<file path="config.mk">
export PLATFORM = sky130hd
export DESIGN_NAME = hazardTop
export DESIGN_NICKNAME = d
export VERILOG_FILES = /design/src/hazardPkg.sv /design/src/instClassify.sv /design/src/hazardDet.sv /design/src/stageTracker.sv /design/src/hazardTop.sv
export SDC_FILE = /design/constraint.sdc
export NUM_CORES = 1
export LEC_CHECK = 0
export BUFFER_PORTS_ARGS = -buffer_cell sky130_fd_sc_hd__buf_2
export CORE_MARGIN = 5
export CORE_UTILIZATION = 50
export DETAILED_ROUTE_END_ITERATION = 10
export PLACE_DENSITY = 0.76
export SLEW_MARGIN = 10
export SYNTH_ARGS = -nofsm -noshare
export SYNTH_HDL_FRONTEND = slang
export SYNTH_SLANG_ARGS = --single-unit
</file>
<file path="constraint.sdc">
create_clock -name clk -period 4.9 [get_ports clk]
set_input_delay 0.98 -clock clk [delete_from_list [all_inputs] [get_ports clk]]
set_output_delay 0.98 -clock clk [all_outputs]
set_load 0.1 [all_outputs]
</file>
<file path="src/hazardPkg.sv">
// 16-bit eight-register ISA only; opcode groups are matched on bits 15:13, so an unused group code decodes as a no-read NOP-like instruction
package hazardPkg;

    // widths fixed by the ISA
    typedef logic [15:0] inst_t;
    typedef logic [4:0]  opcode_t;
    typedef logic [2:0]  regIdx_t;
    typedef logic [1:0]  wbSel_t;
    typedef logic [3:0]  fwCtrl_t;

    // which register fields an instruction reads
    typedef enum logic [2:0] {
        noneRead,
        rsOnly,
        rsRd,
        rsRt,
        passThrough
    } opClass_e;

    // instruction field bounds
    localparam int OPC_HI = 15;
    localparam int OPC_LO = 11;
    localparam int RS_HI  = 10;
    localparam int RS_LO  = 8;
    localparam int SB_HI  = 7;
    localparam int SB_LO  = 5;
    localparam int RD_HI  = 4;
    localparam int RD_LO  = 2;

    // single opcodes
    localparam opcode_t OP_HALT  = 5'b00000;
    localparam opcode_t OP_NOP   = 5'b00001;
    localparam opcode_t OP_SIIC  = 5'b00010;
    localparam opcode_t OP_RTI   = 5'b00011;
    localparam opcode_t OP_J     = 5'b00100;
    localparam opcode_t OP_JR    = 5'b00101;
    localparam opcode_t OP_JAL   = 5'b00110;
    localparam opcode_t OP_JALR  = 5'b00111;
    localparam opcode_t OP_ST    = 5'b10000;
    localparam opcode_t OP_LD    = 5'b10001;
    localparam opcode_t OP_SLBI  = 5'b10010;
    localparam opcode_t OP_STU   = 5'b10011;
    localparam opcode_t OP_LBI   = 5'b11000;
    localparam opcode_t OP_BTR   = 5'b11001;
    localparam opcode_t OP_BITOP = 5'b11010;
    localparam opcode_t OP_ARITH = 5'b11011;

    // opcode groups, upper three bits
    localparam logic [2:0] GRP_JUMP   = 3'b001;
    localparam logic [2:0] GRP_IMMA   = 3'b010;
    localparam logic [2:0] GRP_BRANCH = 3'b011;
    localparam logic [2:0] GRP_IMMB   = 3'b101;
    localparam logic [2:0] GRP_SET    = 3'b111;

    // link register for JAL/JALR
    localparam regIdx_t R7_IDX = 3'd7;

    // write-back source
    localparam wbSel_t WB_NONE = 2'b00;
    localparam wbSel_t WB_MEM  = 2'b01;
    localparam wbSel_t WB_ALU  = 2'b10;
    localparam wbSel_t WB_IMM  = 2'b11;

    // forwarding word, bit 3 forward, bit 2 from X, bits 1:0 source
    localparam int FW_BIT  = 3;
    localparam int FW_XBIT = 2;
    localparam logic [1:0] FW_SRC_ALU = 2'b00;
    localparam logic [1:0] FW_SRC_IMM = 2'b01;
    localparam logic [1:0] FW_SRC_MEM = 2'b10;

    // bubble word, opcode 00001 and zeros
    localparam inst_t NOP_INST = {OP_NOP, 11'b0};

endpackage

</file>
<file path="src/instClassify.sv">
// purely combinational; siic and rti are reported as passThrough and never marked as writers, JAL/JALR results count as ALU write-back
`timescale 1ns/10ps

module instClassify import hazardPkg::*; (
    input  inst_t    inst,
    output opClass_e opClass,
    output regIdx_t  srcA,
    output regIdx_t  srcB,
    output logic     regWrt,
    output regIdx_t  wrtReg,
    output wbSel_t   wbDataSel,
    output logic     branchInst
);

    opcode_t    opcode;
    logic [2:0] opGroup;
    regIdx_t    rsField;
    regIdx_t    sbField;
    regIdx_t    rdField;

    assign opcode  = inst[OPC_HI:OPC_LO];
    assign opGroup = opcode[4:2];
    assign rsField = inst[RS_HI:RS_LO];
    assign sbField = inst[SB_HI:SB_LO];
    assign rdField = inst[RD_HI:RD_LO];

    // source fields sit in fixed places, class says which are real
    assign srcA = rsField;
    assign srcB = sbField;

    always_comb begin
        opClass    = noneRead;
        regWrt     = 1'b0;
        wrtReg     = '0;
        wbDataSel  = WB_NONE;
        branchInst = 1'b0;

        if (opGroup == GRP_SET) begin
            // seq/slt/sle/sco, R-format
            opClass   = rsRt;
            regWrt    = 1'b1;
            wrtReg    = rdField;
            wbDataSel = WB_ALU;
        end else if (opGroup == GRP_BRANCH) begin
            opClass    = rsOnly;
            branchInst = 1'b1;
        end else if (opGroup == GRP_JUMP) begin
            branchInst = 1'b1;
            // register-relative jumps read rs
            if (opcode == OP_JR || opcode == OP_JALR) begin
                opClass = rsOnly;
            end
            // linking jumps write R7
            if (opcode == OP_JAL || opcode == OP_JALR) begin
                regWrt    = 1'b1;
                wrtReg    = R7_IDX;
                wbDataSel = WB_ALU;
            end
        end else if (opGroup == GRP_IMMA || opGroup == GRP_IMMB) begin
            // immediate ALU ops, result in bits 7:5
            opClass   = rsOnly;
            regWrt    = 1'b1;
            wrtReg    = sbField;
            wbDataSel = WB_ALU;
        end else begin
            case (opcode)
                OP_ST: begin
                    opClass = rsRd;
                end
                OP_STU: begin
                    // stores rd, writes updated address back to rs
                    opClass   = rsRd;
                    regWrt    = 1'b1;
                    wrtReg    = rsField;
                    wbDataSel = WB_ALU;
                end
                OP_LD: begin
                    opClass   = rsOnly;
                    regWrt    = 1'b1;
                    wrtReg    = sbField;
                    wbDataSel = WB_MEM;
                end
                OP_SLBI: begin
                    opClass   = rsOnly;
                    regWrt    = 1'b1;
                    wrtReg    = rsField;
                    wbDataSel = WB_ALU;
                end
                OP_LBI: begin
                    regWrt    = 1'b1;
                    wrtReg    = rsField;
                    wbDataSel = WB_IMM;
                end
                OP_BTR: begin
                    opClass   = rsOnly;
                    regWrt    = 1'b1;
                    wrtReg    = rdField;
                    wbDataSel = WB_ALU;
                end
                OP_ARITH, OP_BITOP: begin
                    opClass   = rsRt;
                    regWrt    = 1'b1;
                    wrtReg    = rdField;
                    wbDataSel = WB_ALU;
                end
                OP_SIIC, OP_RTI: begin
                    opClass = passThrough;
                end
                // halt, nop and unused codes read and write nothing
                default: begin
                    opClass = noneRead;
                end
            endcase
        end
    end

endmodule

</file>
<file path="src/hazardDet.sv">
// zero-latency combinational check; W-stage writers are ignored since the register file writes before it reads, fwA/fwB are zero whenever pcNop is high
`timescale 1ns/10ps

module hazardDet import hazardPkg::*; (
    input  opClass_e opClass,
    input  regIdx_t  srcA,
    input  regIdx_t  srcB,
    input  logic     regWrtD,
    input  logic     regWrtX,
    input  logic     regWrtM,
    input  logic     regWrtW,
    input  regIdx_t  wrtRegD,
    input  regIdx_t  wrtRegX,
    input  regIdx_t  wrtRegM,
    input  regIdx_t  wrtRegW,
    input  wbSel_t   wbDataSelD,
    input  wbSel_t   wbDataSelX,
    input  logic     branchInstD,
    input  logic     branchInstX,
    input  logic     branchInstM,
    input  logic     branchInstW,
    input  inst_t    fetchInst,
    output inst_t    nextInst,
    output logic     pcNop,
    output fwCtrl_t  fwA,
    output fwCtrl_t  fwB
);

    logic    useA;
    logic    useB;
    logic    stallA;
    logic    stallB;
    logic    branchBusy;
    logic    ctrlStall;
    fwCtrl_t rawA;
    fwCtrl_t rawB;

    // write-back select to forwarding data source
    function automatic logic [1:0] fwSrc(input wbSel_t sel);
        case (sel)
            WB_IMM:  return FW_SRC_IMM;
            WB_MEM:  return FW_SRC_MEM;
            default: return FW_SRC_ALU;
        endcase
    endfunction

    // one source against the D/X/M writers
    // returns the forwarding word, stall through the output argument
    function automatic fwCtrl_t srcCheck(
        input  regIdx_t src,
        input  logic    used,
        output logic    stall
    );
        logic    hitD;
        logic    hitX;
        logic    hitM;
        logic    loadUse;
        fwCtrl_t fw;

        hitD    = regWrtD && (wrtRegD == src);
        hitX    = regWrtX && (wrtRegX == src);
        hitM    = regWrtM && (wrtRegM == src);
        // load data not ready until the load reaches X
        loadUse = hitD && (wbDataSelD == WB_MEM);

        // M result is past the forward paths, wait for W
        stall = used && (hitM || loadUse);

        fw = '0;
        if (used && (hitD || hitX) && !loadUse) begin
            fw[FW_BIT] = 1'b1;
            // youngest producer wins, X only if D misses
            fw[FW_XBIT] = !hitD;
            fw[1:0]     = hitD ? fwSrc(wbDataSelD) : fwSrc(wbDataSelX);
        end
        return fw;
    endfunction

    // rs read by every class except no-read and pass-through
    assign useA = (opClass != noneRead) && (opClass != passThrough);
    // bits 7:5 read only by stores and R-format ops
    assign useB = (opClass == rsRd) || (opClass == rsRt);

    assign branchBusy = branchInstD | branchInstX | branchInstM | branchInstW;
    // siic and rti go through even with a branch in flight
    assign ctrlStall  = branchBusy && (opClass != passThrough);

    always_comb begin
        rawA = srcCheck(srcA, useA, stallA);
        rawB = srcCheck(srcB, useB, stallB);
    end

    assign pcNop = stallA | stallB | ctrlStall;

    // held instruction becomes a bubble, fetch repeats it next cycle
    assign nextInst = pcNop ? NOP_INST : fetchInst;

    // the bubble reads nothing
    assign fwA = pcNop ? fwCtrl_t'(0) : rawA;
    assign fwB = pcNop ? fwCtrl_t'(0) : rawB;

endmodule

</file>
<file path="src/stageTracker.sv">
// one-cycle issue register plus D/X/M/W writer pipe; wbDataSel only kept through X, as nothing later needs it
`timescale 1ns/10ps

module stageTracker import hazardPkg::*; (
    input  logic    clk,
    input  logic    rstN,
    input  inst_t   nextInst,
    input  fwCtrl_t fwA,
    input  fwCtrl_t fwB,
    input  logic    regWrtIn,
    input  regIdx_t wrtRegIn,
    input  wbSel_t  wbDataSelIn,
    input  logic    branchInIn,
    output logic    regWrtD,
    output logic    regWrtX,
    output logic    regWrtM,
    output logic    regWrtW,
    output regIdx_t wrtRegD,
    output regIdx_t wrtRegX,
    output regIdx_t wrtRegM,
    output regIdx_t wrtRegW,
    output wbSel_t  wbDataSelD,
    output wbSel_t  wbDataSelX,
    output logic    branchInstD,
    output logic    branchInstX,
    output logic    branchInstM,
    output logic    branchInstW,
    output inst_t   issuedInst,
    output fwCtrl_t fwCntrlA,
    output fwCtrl_t fwCntrlB
);

    // issue register, aligned forwarding words
    always_ff @(posedge clk or negedge rstN) begin
        if (!rstN) begin
            issuedInst <= NOP_INST;
            fwCntrlA   <= '0;
            fwCntrlB   <= '0;
        end else begin
            issuedInst <= nextInst;
            fwCntrlA   <= fwA;
            fwCntrlB   <= fwB;
        end
    end

    // writer control, reset to bubbles everywhere
    always_ff @(posedge clk or negedge rstN) begin
        if (!rstN) begin
            regWrtD     <= 1'b0;
            regWrtX     <= 1'b0;
            regWrtM     <= 1'b0;
            regWrtW     <= 1'b0;
            branchInstD <= 1'b0;
            branchInstX <= 1'b0;
            branchInstM <= 1'b0;
            branchInstW <= 1'b0;
            wbDataSelD  <= WB_NONE;
            wbDataSelX  <= WB_NONE;
        end else begin
            regWrtD     <= regWrtIn;
            regWrtX     <= regWrtD;
            regWrtM     <= regWrtX;
            regWrtW     <= regWrtM;
            branchInstD <= branchInIn;
            branchInstX <= branchInstD;
            branchInstM <= branchInstX;
            branchInstW <= branchInstM;
            wbDataSelD  <= wbDataSelIn;
            wbDataSelX  <= wbDataSelD;
        end
    end

    // destination index per stage
    always_ff @(posedge clk or negedge rstN) begin
        if (!rstN) begin
            wrtRegD <= '0;
            wrtRegX <= '0;
            wrtRegM <= '0;
            wrtRegW <= '0;
        end else begin
            wrtRegD <= wrtRegIn;
            wrtRegX <= wrtRegD;
            wrtRegM <= wrtRegX;
            wrtRegW <= wrtRegM;
        end
    end

endmodule

</file>
<file path="src/hazardTop.sv">
// fetchInst must be stable before the rising edge and repeated while pcNop is high; no datapath behind it
`timescale 1ns/10ps

module hazardTop import hazardPkg::*; (
    input  logic    clk,
    input  logic    rstN,
    input  inst_t   fetchInst,
    output logic    pcNop,
    output inst_t   issuedInst,
    output fwCtrl_t fwCntrlA,
    output fwCtrl_t fwCntrlB
);

    // fetched instruction decode
    opClass_e fetchClass;
    regIdx_t  fetchSrcA;
    regIdx_t  fetchSrcB;

    // detector result
    inst_t    nextInst;
    fwCtrl_t  fwA;
    fwCtrl_t  fwB;

    // issued instruction writer info
    logic     issueWrt;
    regIdx_t  issueReg;
    wbSel_t   issueWbSel;
    logic     issueBranch;

    // stage writers back to the detector
    logic     regWrtD;
    logic     regWrtX;
    logic     regWrtM;
    logic     regWrtW;
    regIdx_t  wrtRegD;
    regIdx_t  wrtRegX;
    regIdx_t  wrtRegM;
    regIdx_t  wrtRegW;
    wbSel_t   wbDataSelD;
    wbSel_t   wbDataSelX;
    logic     branchInstD;
    logic     branchInstX;
    logic     branchInstM;
    logic     branchInstW;

    instClassify classFetch (
        .inst(fetchInst), .opClass(fetchClass), .srcA(fetchSrcA), .srcB(fetchSrcB),
        .regWrt(), .wrtReg(), .wbDataSel(), .branchInst()
    );

    hazardDet hazardDet (
        .opClass(fetchClass), .srcA(fetchSrcA), .srcB(fetchSrcB),
        .regWrtD(regWrtD), .regWrtX(regWrtX), .regWrtM(regWrtM), .regWrtW(regWrtW),
        .wrtRegD(wrtRegD), .wrtRegX(wrtRegX), .wrtRegM(wrtRegM), .wrtRegW(wrtRegW),
        .wbDataSelD(wbDataSelD), .wbDataSelX(wbDataSelX),
        .branchInstD(branchInstD), .branchInstX(branchInstX),
        .branchInstM(branchInstM), .branchInstW(branchInstW),
        .fetchInst(fetchInst), .nextInst(nextInst), .pcNop(pcNop), .fwA(fwA), .fwB(fwB)
    );

    // second decoder works on what actually issues, bubbles included
    instClassify classIssue (
        .inst(nextInst), .opClass(), .srcA(), .srcB(),
        .regWrt(issueWrt), .wrtReg(issueReg), .wbDataSel(issueWbSel), .branchInst(issueBranch)
    );

    stageTracker stageTracker (
        .clk(clk), .rstN(rstN), .nextInst(nextInst), .fwA(fwA), .fwB(fwB),
        .regWrtIn(issueWrt), .wrtRegIn(issueReg), .wbDataSelIn(issueWbSel),
        .branchInIn(issueBranch),
        .regWrtD(regWrtD), .regWrtX(regWrtX), .regWrtM(regWrtM), .regWrtW(regWrtW),
        .wrtRegD(wrtRegD), .wrtRegX(wrtRegX), .wrtRegM(wrtRegM), .wrtRegW(wrtRegW),
        .wbDataSelD(wbDataSelD), .wbDataSelX(wbDataSelX),
        .branchInstD(branchInstD), .branchInstX(branchInstX),
        .branchInstM(branchInstM), .branchInstW(branchInstW),
        .issuedInst(issuedInst), .fwCntrlA(fwCntrlA), .fwCntrlB(fwCntrlB)
    );

endmodule

</file>
==> metrics <==
status finished clean; FP Rows 22; post-DR wirelength/cell 14.63 um; Final Max Slew Viols 0; Critical Path RT between 3 and 4 ns; clock slew at reported path FFs ~0.07 ns; cts hold-fix bufs 0; maximum VDD drop 0.2483 mV; port buffer count 42; CTS Buffer Depth 2; multi-input logic area 734.5 um^2; cts repair resizes 0; layout cells sized above 1 25.47%; ANT nets after route 0; largest net degree at the start of global routing 45; # IOs between 40 and 50; synthesized area per cell between 10 and 15 um^2; DRC violations left 0; Mapped Nets 188; H-tree depth 2; Syn Inst Count 170; kind of critical path in2out; post-synthesis register bit count 44; met2 usage approximately 27%; Most Crowded Layer GR met2; Setup Skew roughly 0.0057 ns; Root Driver clkbuf_8; core area between 0.003 and 0.004 mm^2; grt met1 use 20.99%; critical path arrival roughly 3.0 ns; GPL Wtd Cong about 0.80; ANT cells 0; die height around 72 um; # Post-CTS Setup Buffers 0; minimum clock period a little over 4 ns; final WL between 3 and 4 mm; hpwl dp roughly 2.8 mm; number of global-route vias before repair between 1,000 and 1,500; Via density roughly 5.3; met3 Use GR 3.086%; fin cells 260; worst slew pin tran a little over 0.9 ns; final setup vio count 0; DRT Pass-1 Iters 4; # fillers approximately 310; Post-synth ARST share 100.0%; Final Hold Fails 0; CTS buffer count 5; Synth Cell Area roughly 0.0019 mm^2; Inst Count DP roughly 250; final period utilization between 80 and 90%; Tot Pwr about 1 mW; hold crit path type reg2reg; Horiz. Die Dim between 70 and 80 um; Initial Utilization between 50% and 60%; Fmax around 250 MHz; Total Routing Usage GR approximately 17%; Netlist cell types slightly above 40; GRT overflow 0; Synth Flop Type dfrtp_1; worst skew pair latency a little under 0.3 ns; CTS tree yes; RSZ-0062 raised after global routing false; CP Max Fanout 12; EDFF count, synth 0; P_leak between 1 and 1.5 nW; CTS Sinks 44; first-pass GRT wire length between 6 and 7 mm; worst relative slew slack roughly 39%; FF/Latch Area 0.001102 mm^2; DIE AREA 0.005134 mm^2; final setup TNS 0 ns; register area share after synthesis 58.00%; Final #Nets 230; via count approximately 1,400; endpoint type of the worst setup path primary output; Initial DRC Count around 120; Synth warnings 0; Max-cap violations 0; initial antenna violation count 0; P&R area growth vs syn 17.12%; startpoint types primary input; PwrDens 458.8 mW/mm^2
-- cell type report --
class / instances / share of cell area, %
flip-flops and latches: 44 / 49.52
multi-input cells: 113 / 33.00
repair buffers: 42 / 9.444
clock buffers: 7 / 4.328
well taps: 48 / 2.698
inverters: 6 / 1.012
-- worst max-delay path, cell delays in order --
cell and delay, ns:
buf_2 0.15, xor2_1 0.18, or4_4 0.52, a21bo_1 0.24
and3_4 0.22, inv_1 0.26, buf_2 0.49
-- cell usage after synthesis (all sizes together), types with 2 or more instances --
library cell / instances / share of area [%]
clkbuf: 2 / 0.40
nand2: 11 / 2.2
xnor2: 16 / 7.4
a31oi: 2 / 0.66
a21o: 2 / 0.79
buf: 5 / 1.8
nor3: 8 / 2.4
a221oi: 3 / 1.4
o221ai: 3 / 1.4
nand2b: 5 / 1.6
nand4: 6 / 2.0
and3: 2 / 0.92
nor2: 17 / 3.4
and2: 10 / 3.3
nor4: 2 / 0.66
xor2: 3 / 1.4
dfrtp: 43 / 57
inv: 6 / 1.2
and4: 2 / 0.92
a21oi: 5 / 1.3
-- state kept, by name, summed over array words and instances (netlist names) --
| signal | count |
|---|---|
| stageTracker.branchInstW | 1 |
| stageTracker.branchInstD | 1 |
| stageTracker.fwCntrlB | 4 |
| stageTracker.regWrtX | 1 |
| stageTracker.issuedInst | 16 |
| stageTracker.wbDataSelD | 2 |
| stageTracker.wrtRegM | 3 |
| stageTracker.branchInstX | 1 |
| stageTracker.regWrtD | 1 |
| stageTracker.wbDataSelX | 2 |
| stageTracker.branchInstM | 1 |
| stageTracker.fwCntrlA | 4 |
| stageTracker.regWrtM | 1 |
| stageTracker.wrtRegX | 3 |
| stageTracker.wrtRegD | 3 |
-- cell families (layout without fill, tap and decap cells) --
kind of cell,count (synthesis),count (layout),share of synthesized area (%)
xor gates and xnor gates,19,19,8.756
buffers and inverters,13,55,3.357
and+or+nand+nor,70,70,20.34
muxes,1,1,0.5267
DFF,44,44,58.00
AOI/OAI and AO/OA,23,23,9.020
-- final timing paths --
kind                                                      start                              endpoint  slack, ns  cells past startpoint
min                          stageTracker.branchInstX$_DFF_PN0_    stageTracker.branchInstM$_DFF_PN0_       0.38                      0
max                                                fetchInst[9]                                 pcNop       0.88                      7
max in group asynchronous                                  rstN        stageTracker.regWrtD$_DFF_PN0_       3.52                      1
min in group asynchronous                                  rstN  stageTracker.issuedInst[8]$_DFF_PN0_       0.81                      1
min reg2reg                  stageTracker.branchInstX$_DFF_PN0_    stageTracker.branchInstM$_DFF_PN0_       0.38                      0
max reg2reg                stageTracker.wbDataSelD[1]$_DFF_PN0_        stageTracker.regWrtD$_DFF_PN0_       2.82                      6
-- routing by layer --
metal	wire length, um	part of all wire (%)
met5	0	0
met3	221	5.8
met1	1673	44
met4	94	2.5
met2	1813	48
-- through the flow --
stage / setup WS [ns] / area, um^2 / hold WS (ns) / util (%)
5_1_grt: 0.8230 / 2226 / 0.3964 / 60.80
3_5_place_dp: 0.8997 / 2130 / 0.3737 / 58.17
3_3_place_gp: 0.9245 / 2130 / 0.3636 / 58.17
6_report: 0.8756 / 2226 / 0.3773 / 60.80
4_1_cts: 0.8919 / 2226 / 0.3844 / 60.80
2_1_floorplan: 1.513 / 1901 / 0.3540 / -
-- power breakdown --
part	leakage, nW	internal (mW)	switching [mW]	total (mW)
Sequential	0.575	0.410	0.0259	0.436
Combinational	0.446	0.0706	0.279	0.350
Clock	0.0503	0.125	0.110	0.235
-- layout by cell type (no fill, tap or decap), drive strengths merged, types with 6 or more instances in the layout --
cell	instances
clkbuf	7
nor3	8
xnor2	16
and2	10
nor2	17
nand4	6
nand2	11
dfrtp	43
buf	42
inv	6
Note: power is estimated with default switching activity, not from simulation.
